===== src/source/mapper_params.svh =====
// ------------------------------
// Global sizing for the address mapper
// Include wherever widths, port count or FIFO depth are needed
// ------------------------------

`ifndef MAPPER_PARAMS_SVH
`define MAPPER_PARAMS_SVH

// Full core/cache address width
`define MAP_ADDR_W 32

// SPM address width after truncation
`define MAP_SPM_ADDR_W 16

// Data path width
`define MAP_DATA_W 32

// Tag carried in user field
`define MAP_USER_W 8

// Core ports served
`define MAP_NUM_PORTS 2

// Response entries buffered per memory and port
`define MAP_FIFO_DEPTH 2

`endif

===== src/source/addr_map_pkg.sv =====
// ------------------------------
// Address types and map configuration for the mapper
// Shared by the decoder, the top level and the bus structs
// ------------------------------

`default_nettype none

`include "mapper_params.svh"

package addr_map_pkg;

  // Full address, core and cache side
  typedef logic [`MAP_ADDR_W-1:0] addr_t;

  // Scratchpad address, low bits only
  typedef logic [`MAP_SPM_ADDR_W-1:0] spm_addr_t;

  // Static window setup
  // spm_size counts bytes from tcdm_start
  typedef struct packed {
    addr_t tcdm_start;
    addr_t tcdm_end;
    addr_t spm_size;
  } map_cfg_t;

  // Decoder target for one request
  typedef enum logic [1:0] {
    ROUTE_SPM,
    ROUTE_CACHE,
    ROUTE_ERR
  } route_e;

endpackage

`default_nettype wire


===== src/source/mem_bus_pkg.sv =====
// ------------------------------
// TCDM-style request/response structs
// Core and cache use the full address, SPM the short one
// ------------------------------

`default_nettype none

`include "mapper_params.svh"

package mem_bus_pkg;

  typedef logic [`MAP_DATA_W-1:0]   data_t;
  typedef logic [`MAP_DATA_W/8-1:0] strb_t;
  typedef logic [`MAP_USER_W-1:0]   user_t;
  // Atomic opcode, passed through untouched
  typedef logic [3:0]               amo_t;

  // Request payload, full address
  typedef struct packed {
    addr_map_pkg::addr_t addr;
    logic                write;
    amo_t                amo;
    data_t               data;
    strb_t               strb;
    user_t               user;
  } mem_req_chan_t;

  // Request with valid, core and cache side
  typedef struct packed {
    mem_req_chan_t q;
    logic          q_valid;
  } mem_req_t;

  // Request payload, SPM address
  typedef struct packed {
    addr_map_pkg::spm_addr_t addr;
    logic                    write;
    amo_t                    amo;
    data_t                   data;
    strb_t                   strb;
    user_t                   user;
  } spm_req_chan_t;

  typedef struct packed {
    spm_req_chan_t q;
    logic          q_valid;
  } spm_req_t;

  // Response; p_valid is a pulse without ready
  typedef struct packed {
    logic  q_ready;
    logic  p_valid;
    data_t data;
    user_t user;
  } mem_rsp_t;

  // SPM answers with the same layout
  typedef mem_rsp_t spm_rsp_t;

endpackage

`default_nettype wire


===== src/source/spm_addr_mapper_top.sv =====
// ------------------------------
// Address mapper between cores and SPM/cache
// One decoder and one response merge per core port
// ------------------------------

`timescale 1ns/1ps
`default_nettype none

`include "mapper_params.svh"

module spm_addr_mapper_top (
  input  logic                                        clk_i,
  input  logic                                        rst_n_i,
  input  addr_map_pkg::map_cfg_t                      cfg_i,
  // Core side
  input  mem_bus_pkg::mem_req_t [`MAP_NUM_PORTS-1:0]  mem_req_i,
  output mem_bus_pkg::mem_rsp_t [`MAP_NUM_PORTS-1:0]  mem_rsp_o,
  output logic                  [`MAP_NUM_PORTS-1:0]  error_o,
  // Scratchpad side
  output mem_bus_pkg::spm_req_t [`MAP_NUM_PORTS-1:0]  spm_req_o,
  input  mem_bus_pkg::spm_rsp_t [`MAP_NUM_PORTS-1:0]  spm_rsp_i,
  // Cache side
  output mem_bus_pkg::mem_req_t [`MAP_NUM_PORTS-1:0]  cache_req_o,
  input  mem_bus_pkg::mem_rsp_t [`MAP_NUM_PORTS-1:0]  cache_rsp_i
);

  import mem_bus_pkg::*;

  for (genvar j = 0; j < `MAP_NUM_PORTS; j++) begin : gen_port
    logic     q_ready;
    logic     credit_spm;
    logic     credit_cache;
    logic     issue_spm;
    logic     issue_cache;
    mem_rsp_t merge_rsp;

    // Request steering
    addr_region_decoder addr_region_decoder_i (
      .clk_i           (clk_i),
      .rst_n_i         (rst_n_i),
      .cfg_i           (cfg_i),
      .mem_req_i       (mem_req_i[j]),
      .q_ready_o       (q_ready),
      .error_o         (error_o[j]),
      .spm_req_o       (spm_req_o[j]),
      .spm_q_ready_i   (spm_rsp_i[j].q_ready),
      .cache_req_o     (cache_req_o[j]),
      .cache_q_ready_i (cache_rsp_i[j].q_ready),
      .credit_spm_i    (credit_spm),
      .credit_cache_i  (credit_cache),
      .issue_spm_o     (issue_spm),
      .issue_cache_o   (issue_cache)
    );

    // Response return path
    rsp_merge rsp_merge_i (
      .clk_i          (clk_i),
      .rst_n_i        (rst_n_i),
      .spm_rsp_i      (spm_rsp_i[j]),
      .cache_rsp_i    (cache_rsp_i[j]),
      .issue_spm_i    (issue_spm),
      .issue_cache_i  (issue_cache),
      .credit_spm_o   (credit_spm),
      .credit_cache_o (credit_cache),
      .core_rsp_o     (merge_rsp)
    );

    // Decoder ready replaces merge's unused field
    assign mem_rsp_o[j] = '{
      q_ready: q_ready,
      p_valid: merge_rsp.p_valid,
      data:    merge_rsp.data,
      user:    merge_rsp.user
    };
  end

endmodule

`default_nettype wire


===== src/source/rsp_merge.sv =====
// ------------------------------
// Merges SPM and cache responses for one core port
// Two FIFOs, round-robin pop, registered output, credits
// ------------------------------

`timescale 1ns/1ps
`default_nettype none

`include "mapper_params.svh"

module rsp_merge (
  input  logic                  clk_i,
  input  logic                  rst_n_i,
  input  mem_bus_pkg::spm_rsp_t spm_rsp_i,
  input  mem_bus_pkg::mem_rsp_t cache_rsp_i,
  input  logic                  issue_spm_i,
  input  logic                  issue_cache_i,
  output logic                  credit_spm_o,
  output logic                  credit_cache_o,
  output mem_bus_pkg::mem_rsp_t core_rsp_o
);

  import mem_bus_pkg::*;

  localparam int unsigned DEPTH = `MAP_FIFO_DEPTH;
  localparam int unsigned CNT_W = $clog2(DEPTH + 1);

  // Outstanding request count per side
  typedef logic [CNT_W-1:0] cnt_t;

  mem_rsp_t spm_head;
  mem_rsp_t cache_head;
  mem_rsp_t sel_rsp;
  logic     spm_empty;
  logic     spm_full;
  logic     cache_empty;
  logic     cache_full;
  logic     pop_spm;
  logic     pop_cache;
  // 0 favours SPM, 1 favours cache
  logic     rr_q;
  cnt_t     spm_cnt_q;
  cnt_t     cache_cnt_q;
  logic     p_valid_q;
  data_t    data_q;
  user_t    user_q;

  // ------------------------------
  // Response buffering
  // ------------------------------
  rsp_fifo spm_fifo_i (
    .clk_i   (clk_i),
    .rst_n_i (rst_n_i),
    .push_i  (spm_rsp_i.p_valid),
    .data_i  (spm_rsp_i),
    .pop_i   (pop_spm),
    .data_o  (spm_head),
    .empty_o (spm_empty),
    .full_o  (spm_full)
  );

  rsp_fifo cache_fifo_i (
    .clk_i   (clk_i),
    .rst_n_i (rst_n_i),
    .push_i  (cache_rsp_i.p_valid),
    .data_i  (cache_rsp_i),
    .pop_i   (pop_cache),
    .data_o  (cache_head),
    .empty_o (cache_empty),
    .full_o  (cache_full)
  );

  // ------------------------------
  // Round-robin pop
  // ------------------------------
  // Lone non-empty side always wins
  assign pop_spm   = !spm_empty && (cache_empty || !rr_q);
  assign pop_cache = !cache_empty && (spm_empty || rr_q);
  assign sel_rsp   = pop_spm ? spm_head : cache_head;

  always_ff @(posedge clk_i or negedge rst_n_i) begin
    if (!rst_n_i) begin
      rr_q        <= 1'b0;
      p_valid_q   <= 1'b0;
      spm_cnt_q   <= '0;
      cache_cnt_q <= '0;
    end else begin
      // Hand priority to the other side after a pop
      if (pop_spm || pop_cache) begin
        rr_q <= pop_spm;
      end
      p_valid_q   <= pop_spm || pop_cache;
      spm_cnt_q   <= spm_cnt_q + cnt_t'(issue_spm_i) - cnt_t'(pop_spm);
      cache_cnt_q <= cache_cnt_q + cnt_t'(issue_cache_i) - cnt_t'(pop_cache);
    end
  end

  // Payload register
  always_ff @(posedge clk_i) begin
    if (pop_spm || pop_cache) begin
      data_q <= sel_rsp.data;
      user_q <= sel_rsp.user;
    end
  end

  // Free slot on each side while below depth
  assign credit_spm_o   = (spm_cnt_q < cnt_t'(DEPTH));
  assign credit_cache_o = (cache_cnt_q < cnt_t'(DEPTH));

  // q_ready comes from the decoder at the top
  assign core_rsp_o = '{q_ready: 1'b0, p_valid: p_valid_q, data: data_q, user: user_q};

  // Every pop matches an issued request
  assert property (@(posedge clk_i) disable iff (!rst_n_i) pop_spm |-> spm_cnt_q != '0);
  assert property (@(posedge clk_i) disable iff (!rst_n_i) pop_cache |-> cache_cnt_q != '0);

  // Full FIFO means the side has run out of credit
  assert property (@(posedge clk_i) disable iff (!rst_n_i) spm_full |-> !credit_spm_o);
  assert property (@(posedge clk_i) disable iff (!rst_n_i) cache_full |-> !credit_cache_o);

endmodule

`default_nettype wire


===== src/source/rsp_fifo.sv =====
// ------------------------------
// Register-array FIFO for one memory's responses
// Push on memory p_valid, pop by the merge arbiter
// ------------------------------

`timescale 1ns/1ps
`default_nettype none

`include "mapper_params.svh"

module rsp_fifo (
  input  logic                  clk_i,
  input  logic                  rst_n_i,
  input  logic                  push_i,
  input  mem_bus_pkg::mem_rsp_t data_i,
  input  logic                  pop_i,
  output mem_bus_pkg::mem_rsp_t data_o,
  output logic                  empty_o,
  output logic                  full_o
);

  import mem_bus_pkg::*;

  localparam int unsigned DEPTH = `MAP_FIFO_DEPTH;
  localparam int unsigned PTR_W = (DEPTH > 1) ? $clog2(DEPTH) : 1;
  localparam int unsigned CNT_W = $clog2(DEPTH + 1);

  typedef logic [PTR_W-1:0] ptr_t;
  typedef logic [CNT_W-1:0] cnt_t;

  mem_rsp_t mem_q [DEPTH];
  ptr_t     wr_ptr_q;
  ptr_t     rd_ptr_q;
  cnt_t     count_q;

  // Storage, payload only
  always_ff @(posedge clk_i) begin
    if (push_i) begin
      mem_q[wr_ptr_q] <= data_i;
    end
  end

  // Pointers wrap at DEPTH
  always_ff @(posedge clk_i or negedge rst_n_i) begin
    if (!rst_n_i) begin
      wr_ptr_q <= '0;
      rd_ptr_q <= '0;
      count_q  <= '0;
    end else begin
      if (push_i) begin
        wr_ptr_q <= (wr_ptr_q == ptr_t'(DEPTH - 1)) ? '0 : wr_ptr_q + ptr_t'(1);
      end
      if (pop_i) begin
        rd_ptr_q <= (rd_ptr_q == ptr_t'(DEPTH - 1)) ? '0 : rd_ptr_q + ptr_t'(1);
      end
      count_q <= count_q + cnt_t'(push_i) - cnt_t'(pop_i);
    end
  end

  // Head entry, valid while not empty
  assign data_o  = mem_q[rd_ptr_q];
  assign empty_o = (count_q == '0);
  assign full_o  = (count_q == cnt_t'(DEPTH));

  // Credits upstream must keep these from firing
  assert property (@(posedge clk_i) disable iff (!rst_n_i) push_i |-> !full_o);
  assert property (@(posedge clk_i) disable iff (!rst_n_i) pop_i |-> !empty_o);

endmodule

`default_nettype wire


===== src/source/addr_region_decoder.sv =====
// ------------------------------
// Steers one core request to SPM, cache or error
// Purely combinational; clock only feeds the checks
// ------------------------------

`timescale 1ns/1ps
`default_nettype none

`include "mapper_params.svh"

module addr_region_decoder (
  input  logic                    clk_i,
  input  logic                    rst_n_i,
  input  addr_map_pkg::map_cfg_t  cfg_i,
  input  mem_bus_pkg::mem_req_t   mem_req_i,
  output logic                    q_ready_o,
  output logic                    error_o,
  output mem_bus_pkg::spm_req_t   spm_req_o,
  input  logic                    spm_q_ready_i,
  output mem_bus_pkg::mem_req_t   cache_req_o,
  input  logic                    cache_q_ready_i,
  input  logic                    credit_spm_i,
  input  logic                    credit_cache_i,
  output logic                    issue_spm_o,
  output logic                    issue_cache_o
);

  import addr_map_pkg::*;
  import mem_bus_pkg::*;

  addr_t  spm_end;
  route_e route;

  // ------------------------------
  // Region classification
  // ------------------------------
  // First byte past the populated SPM
  assign spm_end = cfg_i.tcdm_start + cfg_i.spm_size;

  always_comb begin
    route = ROUTE_CACHE;
    // Inside TCDM window, split on populated size
    if ((mem_req_i.q.addr >= cfg_i.tcdm_start) && (mem_req_i.q.addr < cfg_i.tcdm_end)) begin
      if (mem_req_i.q.addr < spm_end) begin
        route = ROUTE_SPM;
      end else begin
        route = ROUTE_ERR;
      end
    end
  end

  // ------------------------------
  // Request forwarding
  // ------------------------------
  // SPM gets the low address bits only
  assign spm_req_o.q = '{
    addr:  mem_req_i.q.addr[`MAP_SPM_ADDR_W-1:0],
    write: mem_req_i.q.write,
    amo:   mem_req_i.q.amo,
    data:  mem_req_i.q.data,
    strb:  mem_req_i.q.strb,
    user:  mem_req_i.q.user
  };
  assign spm_req_o.q_valid = mem_req_i.q_valid && (route == ROUTE_SPM) && credit_spm_i;

  // Cache sees the request unchanged
  assign cache_req_o.q       = mem_req_i.q;
  assign cache_req_o.q_valid = mem_req_i.q_valid && (route == ROUTE_CACHE) && credit_cache_i;

  // Ready follows target; no credit means hold
  always_comb begin
    case (route)
      ROUTE_SPM:   q_ready_o = spm_q_ready_i && credit_spm_i;
      ROUTE_CACHE: q_ready_o = cache_q_ready_i && credit_cache_i;
      // Hole access is consumed at once
      default:     q_ready_o = 1'b1;
    endcase
  end

  assign error_o = mem_req_i.q_valid && (route == ROUTE_ERR);

  // Handshake pulses for credit tracking
  assign issue_spm_o   = spm_req_o.q_valid && spm_q_ready_i;
  assign issue_cache_o = cache_req_o.q_valid && cache_q_ready_i;

  // Stalled core request stays valid with its payload
  assert property (@(posedge clk_i) disable iff (!rst_n_i)
    (mem_req_i.q_valid && !q_ready_o) |=> (mem_req_i.q_valid && $stable(mem_req_i.q)));

endmodule

`default_nettype wire


===== config.mk =====
export PLATFORM = sky130hd
export DESIGN_NAME = spm_addr_mapper_top
export DESIGN_NICKNAME = d
export VERILOG_FILES = /design/src/source/addr_map_pkg.sv /design/src/source/mem_bus_pkg.sv /design/src/source/spm_addr_mapper_top.sv /design/src/source/rsp_merge.sv /design/src/source/rsp_fifo.sv /design/src/source/addr_region_decoder.sv
export VERILOG_INCLUDE_DIRS = /design/src /design/src/source
export SDC_FILE = /design/constraint.sdc
export NUM_CORES = 1
export LEC_CHECK = 0
export BUFFER_PORTS_ARGS = -buffer_cell sky130_fd_sc_hd__buf_2
export CAP_MARGIN = 15
export CORE_AREA = 2 2 319 321
export DETAILED_ROUTE_END_ITERATION = 8
export DIE_AREA = 0 0 321 323
export PLACE_DENSITY_LB_ADDON = 0.25
export SLEW_MARGIN = 20
export SYNTH_ARGS = -nofsm -noshare
export SYNTH_HDL_FRONTEND = slang
export SYNTH_SLANG_ARGS = --single-unit

===== constraint.sdc =====
create_clock -name clk_i -period 9.9 [get_ports clk_i]
set_input_delay 0 -clock clk_i [delete_from_list [all_inputs] [get_ports clk_i]]
set_output_delay 0 -clock clk_i [all_outputs]
set_load 0.01 [all_outputs]

# Word-level counts from Yosys, hierarchy flattened
# Memories as Yosys holds them, arrays and structs flattened.
# Index checks and enable logic that the tools add are counted.
[totals]
ramBits = 336
wordCells = 133
mem_count = 4
reg_bits = 108
[classes]
muxes = 24
n_eq_ne = 4
reduce_logical = 42
order_cmp = 10
addsub = 25
[mem_list]
columns = ["memory", "depth", "word_bits", "rd", "rd_ports_with_merged_regs", "write_ports", "line_no", "text"]
rows = [
  ["gen_port[0].rsp_merge_i.cache_fifo_i.mem_q", 2, 42, 1, 0, 1, "rsp_fifo.sv:31", "mem_rsp_t mem_q [DEPTH];"],
  ["gen_port[0].rsp_merge_i.spm_fifo_i.mem_q", 2, 42, 1, 0, 1, "rsp_fifo.sv:31", ""],
  ["gen_port[1].rsp_merge_i.cache_fifo_i.mem_q", 2, 42, 1, 0, 1, "rsp_fifo.sv:31", ""],
  ["gen_port[1].rsp_merge_i.spm_fifo_i.mem_q", 2, 42, 1, 0, 1, "rsp_fifo.sv:31", ""],
]
[op_table]
columns = ["cell", "n"]
rows = [
  ["32-bit less-than comparator", 4],
  ["40-bit two-way mux", 2],
  ["32-bit >= comparator", 2],
  ["32-bit adder", 1],
  ["1-bit logical AND", 24],
  ["2-bit by 1-bit adder with 2-bit output", 8],
  ["1-bit two-way mux", 16],
  ["2-bit by 1-bit subtractor with 2-bit output", 8],
  ["2-bit logical NOT", 6],
  ["1-bit adder, second input constant", 8],
  ["2-bit less-than comparator, second input constant", 4],
  ["2-bit two-way mux", 4],
  ["1-bit logical NOT", 6],
  ["1-bit logical OR", 6],
  ["2-bit by 1-bit equality test with 1-bit output, second input constant", 2],
  ["2-bit equality test, second input constant", 2],
  ["1-bit case mux with 2 select lines", 2],
]

# Depth between registers and ports, before layout
[depth]
ltp_word = 10
ltp_mapped = 24
ltp_nobuf = 24

# By module
# Synthesis repeated with hierarchy kept, for this count alone.
[unflattened]
cells_unflattened = 2165
hier_area_um2 = 27874.2
[by_module_without_submodules]
columns = ["mod", "cells_per_inst", "seq_area_each_um2", "n_inst", "area_per_inst_um2"]
rows = [
  ["rsp_fifo", 146, 2622.5, 4, 3429.5],
  ["addr_region_decoder (gen_port[0].addr_region_decoder_i)", 687, 0.0, 1, 5208.7],
  ["addr_region_decoder (gen_port[1].addr_region_decoder_i)", 668, 0.0, 1, 4913.5],
  ["rsp_merge", 112, 1351.3, 2, 2009.4],
  ["spm_addr_mapper_top", 2, 0.0, 1, 15.0],
]

# Worst setup path after synthesis
# OpenSTA, ideal clock, no wires.
[synth_path]
kind = "input to register"
start = "input port cfg_i[11] (netlist bit)"
end = "register gen_port[0].rsp_merge_i.spm_cnt_q[1]"
path_slack_ns = 5.856
arrival_time_ns = 3.921
setup_time_ns = 0.123
path_buffers = 1
path_stages = 23
cell_sequence = "ha_1 > buf_6 > and4_2 > and4_1 > a211o_1 > o21ai_0 > a21oi_1 > a41oi_1 > nand2_1 > a31oi_1 > xnor2_1 > ha_1 > nand4_1 > nor2_1 > nand3_1 > nor3_1 > a211oi_1 > a211oi_1 > nand2b_1 > nor4_1 > ha_1 > xnor2_1 > xnor2_1"
[synth_between]
elab_chain_len = 10
[synth_lines]
columns = ["item", "line_no", "text"]
rows = [
  ["start, declared", "spm_addr_mapper_top.sv:14", "input addr_map_pkg::map_cfg_t cfg_i,"],
  ["32-bit adder", "addr_region_decoder.sv:38", "assign spm_end = cfg_i.tcdm_start + cfg_i.spm_size;"],
  ["32-bit less-than comparator", "addr_region_decoder.sv:44", "if (mem_req_i.q.addr < spm_end) begin"],
  ["2-bit two-way mux", "addr_region_decoder.sv:44", ""],
  ["2-bit two-way mux", "addr_region_decoder.sv:43", "if ((mem_req_i.q.addr >= cfg_i.tcdm_start) && (mem_req_i.q.addr < cfg_i.tcdm_end)) begin"],
  ["2-bit logical NOT", "addr_region_decoder.sv:64", "assign spm_req_o.q_valid = mem_req_i.q_valid && (route == ROUTE_SPM) && credit_spm_i;"],
  ["1-bit logical AND (2 in series)", "addr_region_decoder.sv:64", ""],
  ["1-bit logical AND", "addr_region_decoder.sv:83", "assign issue_spm_o = spm_req_o.q_valid && spm_q_ready_i;"],
  ["2-bit by 1-bit adder with 2-bit output", "rsp_merge.sv:93", "spm_cnt_q <= spm_cnt_q + cnt_t'(issue_spm_i) - cnt_t'(pop_spm);"],
  ["2-bit by 1-bit subtractor with 2-bit output", "rsp_merge.sv:93", ""],
  ["end signal, assigned", "rsp_merge.sv:93", ""],
  ["end, declared", "rsp_merge.sv:42", "cnt_t spm_cnt_q;"],
]
# No other way between the ends.
# A chain may end at the register's enable or synchronous reset.

# Worst setup path after layout
[layout_path]
start = "input port cfg_i[64] (netlist bit)"
end = "register gen_port[0].rsp_merge_i.spm_cnt_q[1]"
[layout_between]
elab_chain_len = 10
[layout_lines]
columns = ["item", "line_no"]
rows = [
  ["32-bit adder", "addr_region_decoder.sv:38"],
  ["32-bit less-than comparator", "addr_region_decoder.sv:44"],
  ["2-bit two-way mux", "addr_region_decoder.sv:44"],
  ["2-bit two-way mux *", "addr_region_decoder.sv:43"],
  ["2-bit logical NOT *", "addr_region_decoder.sv:64"],
  ["1-bit logical AND * (2 in series)", "addr_region_decoder.sv:64"],
  ["1-bit logical AND *", "addr_region_decoder.sv:83"],
  ["2-bit by 1-bit adder with 2-bit output *", "rsp_merge.sv:93"],
  ["2-bit by 1-bit subtractor with 2-bit output *", "rsp_merge.sv:93"],
]
# Mark *: on every way between the ends. The rest lies on a longest branch, timed or not.

==> key figures <==
Status
  – Status: finished, final reports clean

Layout
  – Fin util: 0.289
  – Share of post-route cells with drive strength above 1: 0.266
  – Fill count: 10.4k
  – Nets: 3016
  – Area added between synthesis and finish: 21.4%
  – Final non-filler cell total: 3707

Hold path
  – Hold Path End: cache_req_o[126]
  – WHS Path Cells: 0
  – Hold Crit Start: mem_req_i[126]
  – Hold crit path type: in -> out

Worst setup path
  – Type of the worst setup path: in -> reg
  – Critical R2R Launch: gen_port[0].rsp_merge_i.rr_q$_DFFE_PN0P_
  – Reg-to-Reg End: gen_port[0].rsp_merge_i.spm_fifo_i.count_q[1]$_DFF_PN0_
  – Startpoint types: primary input
  – R2R Setup Slk: 7.14 ns
  – Critical Path Max Stage Delay: 0.58 ns
  – Worst Path Buf+Inv: 3
  – Most used cell, CP: ha_1
  – Worst Path Max Fanout: 5
  – CP Capture Type: flop
  – Critical Path Slowest Stage Cell: dlygate4sd3_1
  – Worst r2r path cells: 9
  – Req. time, crit path: 10.37 ns
  – Crit path arrival time: 6.03 ns
  – Critical path's top delay family: compound AO/OA/AOI/OAI gates

Yosys
  – Syn nets: 2606
  – Synth warn: 0
  – Post-Synthesis Cell Area: 0.0240 mm^2
  – Most common flop cell mapped by yosys: edfxtp_1
  – Syn_area_per_cell: 12.3 um^2
  – Seq/Total Area, Yosys: 0.530
  – Post-synth EDFFs: 400
  – #FFs+latches synth: 428
  – Asr flop ratio synth: 0.0654
  – Synth cell types: 65
  – Cells after Synth: 1944

Clock tree
  – CTS tree: done
  – CTS resizes: 0
  – CTS Buf Count: 44
  – Cts hold-fix bufs: 172
  – Root Driver: clkbuf_16
  – CTS clock-pin slew for the worst setup and hold paths: 0.06 ns
  – Clock sinks: 428
  – Buffers from clock root to sink, at most: 3
  – Worst-Skew Late Latency: 0.57 ns
  – Total setup buffers inserted after CTS: 0
  – H-tree depth: 2

Drt
  – Pre-Repair DR Iteration Count: 5
  – Via-per-instance ratio: 4.48
  – Post-route ant nets: 0
  – DRC errors left: 0
  – Initial DRC count: 755
  – Routed wire length per instance: 26.1 um
  – Total Wirelength: 96800 um
  – Vias: 16.6k

Power and ir drop
  – Combinational share of power: 0.352
  – Leakage power: 12.2 nW
  – Max IR drop VDD: 177 uV
  – Sequential power share: 0.412
  – Internal power: 4.44 mW
  – Pwr per Cell Area: 233 mW/mm^2
  – Switching portion of total power: 0.347
  – Clock Power Share: 0.236
  – Psw: 2.35 mW

Global routing
  – First-pass GRT wire length: 131000 um
  – GR Util All Layers: 0.180
  – Initial antenna violation count: 17
  – Largest net degree at the start of global routing: 83
  – Number of global-route vias before repair: 17.3k
  – Total congestion overflow: 0

STA
  – Final Hold Fails: 0
  – Final setup vio count: 0
  – Slew HR: 0.357
  – RSZ-0062 raised after global routing: false
  – Slew Viols, Final: 0
  – Fin crit share: 0.562
  – Layout Skew: 0.0179 ns
  – Tightest Pin Transition: 0.965 ns
  – Max Clk Rate: 180 MHz
  – Crit path time final: 5.56 ns
  – Setup tns final: 0 ns

Place
  – Hpwl dp: 77800 um
  – GPL Wtd Cong: 0.885
  – Placed cell count: 3445
  – I/O Buffers: 517

Die
  – I/O pins: 812
  – Row count: 117
  – Height of the die: 323 um
  – Core region area: 0.101 mm^2
  – Starting Density: 0.238
  – DIE AREA: 0.104 mm^2
  – Die X: 321 um

Job
  – Number of max-cap violations: 0
flip-flops by register name (all words and copies together) (netlist names), 4 cells and up:
name                                       cells
gen_port.rsp_merge_i.spm_fifo_i.mem_q        160
gen_port.rsp_merge_i.data_q                   64
gen_port.rsp_merge_i.spm_fifo_i.count_q        4
gen_port.rsp_merge_i.cache_cnt_q               4
gen_port.rsp_merge_i.cache_fifo_i.count_q      4
gen_port.rsp_merge_i.cache_fifo_i.mem_q      160
gen_port.rsp_merge_i.user_q                   16
gen_port.rsp_merge_i.spm_cnt_q                 4
how the worst max path moves through the flow:
| stage | start | to | slack (ns) | cells after the start |
|---|---|---|---|---|
| 3_5_place_dp | cfg_i[64] | gen_port[0].rsp_merge_i.spm_cnt_q[1]$_DFF_PN0_ | 4.12 | 25 |
| 2_1_floorplan | cfg_i[11] | gen_port[0].rsp_merge_i.spm_cnt_q[1]$_DFF_PN0_ | 5.86 | 23 |
| 4_1_cts | cfg_i[64] | gen_port[0].rsp_merge_i.spm_cnt_q[1]$_DFF_PN0_ | 4.15 | 26 |
| 5_1_grt | cfg_i[64] | gen_port[0].rsp_merge_i.spm_cnt_q[1]$_DFF_PN0_ | 3.72 | 26 |
| 6_report | cfg_i[64] | gen_port[0].rsp_merge_i.spm_cnt_q[1]$_DFF_PN0_ | 4.34 | 26 |
| 3_3_place_gp | cfg_i[64] | gen_port[0].rsp_merge_i.spm_cnt_q[1]$_DFF_PN0_ | 4.19 | 25 |
synth_stat cells (all sizes together), types with 2 or more instances:
library cell	number	area share
edfxtp	400	0.50
buf	302	0.094
ha	231	0.12
a21oi	157	0.033
inv	96	0.015
nor2b	93	0.024
a211oi	92	0.029
mux2i	81	0.034
a21o	57	0.018
o21ai	57	0.012
nor2	43	0.0067
clkbuf	41	0.0064
nand2	36	0.0056
xnor2	30	0.011
dfrtp	28	0.029
nand4	28	0.0073
xor2	19	0.0069
nand3	18	0.0040
nand2b	17	0.0044
o21a	11	0.0034
and2	10	0.0026
nor3	9	0.0019
nor4	8	0.0021
a31oi	7	0.0021
and4	7	0.0026
o21bai	7	0.0022
a211o	6	0.0022
o211ai	6	0.0019
a31o	4	0.0015
nor3b	4	0.0015
or2	4	0.0011
a221oi	3	0.0011
a311oi	3	0.0011
o31a	3	0.0011
a2111oi	2	0.00073
a21boi	2	0.00063
and3	2	0.00052
o221ai	2	0.00073
o31ai	2	0.00063
or3	2	0.00052
cells in the final DEF (no fill, tap or decap), types with 30 or more instances in the layout:
cell type	count
buf_2	517
edfxtp_1	400
ha_1	231
dlygate4sd3_1	172
a21oi_1	156
inv_1	96
a211oi_1	91
nor2b_1	89
mux2i_1	81
a21o_1	57
o21ai_0	55
clkbuf_16	45
nor2_1	43
nand2_1	34
xnor2_1	30
layout make-up:
| type | instances | area (um^2) | area share |
|---|---|---|---|
| flip-flops and latches | 428 | 12700 | 0.436 |
| clock inverters | 22 | 150 | 0.00515 |
| repair buffers | 707 | 4440 | 0.153 |
| multi-input cells | 1077 | 8570 | 0.294 |
| well taps | 1309 | 1640 | 0.0562 |
| clock buffers | 57 | 1230 | 0.0422 |
| diodes | 11 | 27.5 | 0.000945 |
| inverters | 96 | 360 | 0.0124 |
power groups by stage:
stage,combinational (mW),clock [mW],sequential (mW)
detailed placement,2.41,0,2.84
global route,2.68,1.72,2.85
floorplan,1.51,0,2.89
CTS,2.47,1.67,2.81
finish,2.39,1.60,2.80
global placement,2.38,0,2.83
through the flow:
stage               worst slack (ns)  power (mW)  area [um^2]  hold slack, ns
finish                          4.34        6.79        29100      0.00000727
CTS                             4.15        6.95        29100        0.000139
global route                    3.72        7.25        29100       0.0000342
detailed placement              4.12        5.24        26000        0.000139
global placement                4.19        5.21        26000        0.000139
floorplan                       5.86        4.40        24000          -0.296
cell families (layout without fill, tap and decap cells):
kind of cell	Yosys count	in the layout	synth area share
other	0	11	0
AND/OR/NAND/NOR	286	286	0.0676
multiplexers	81	81	0.0338
adder cells (fa/ha/maj)	232	232	0.121
buffers and inverters	439	882	0.116
XOR/XNOR	49	49	0.0179
flip-flops	428	428	0.530
AO/OA/AOI/OAI	429	429	0.114
routing by layer:
| layer | track usage | vias up | share of wire |
|---|---|---|---|
| met5 | 0.0185 | - | 0.0028 |
| met4 | 0.0798 | 10 | 0.046 |
| met3 | 0.0723 | 143 | 0.098 |
| met2 | 0.334 | 753 | 0.52 |
| met1 | 0.172 | 7954 | 0.33 |
| li1 | - | 7759 | - |
No activity file was read; power rests on OpenSTA's default activity.
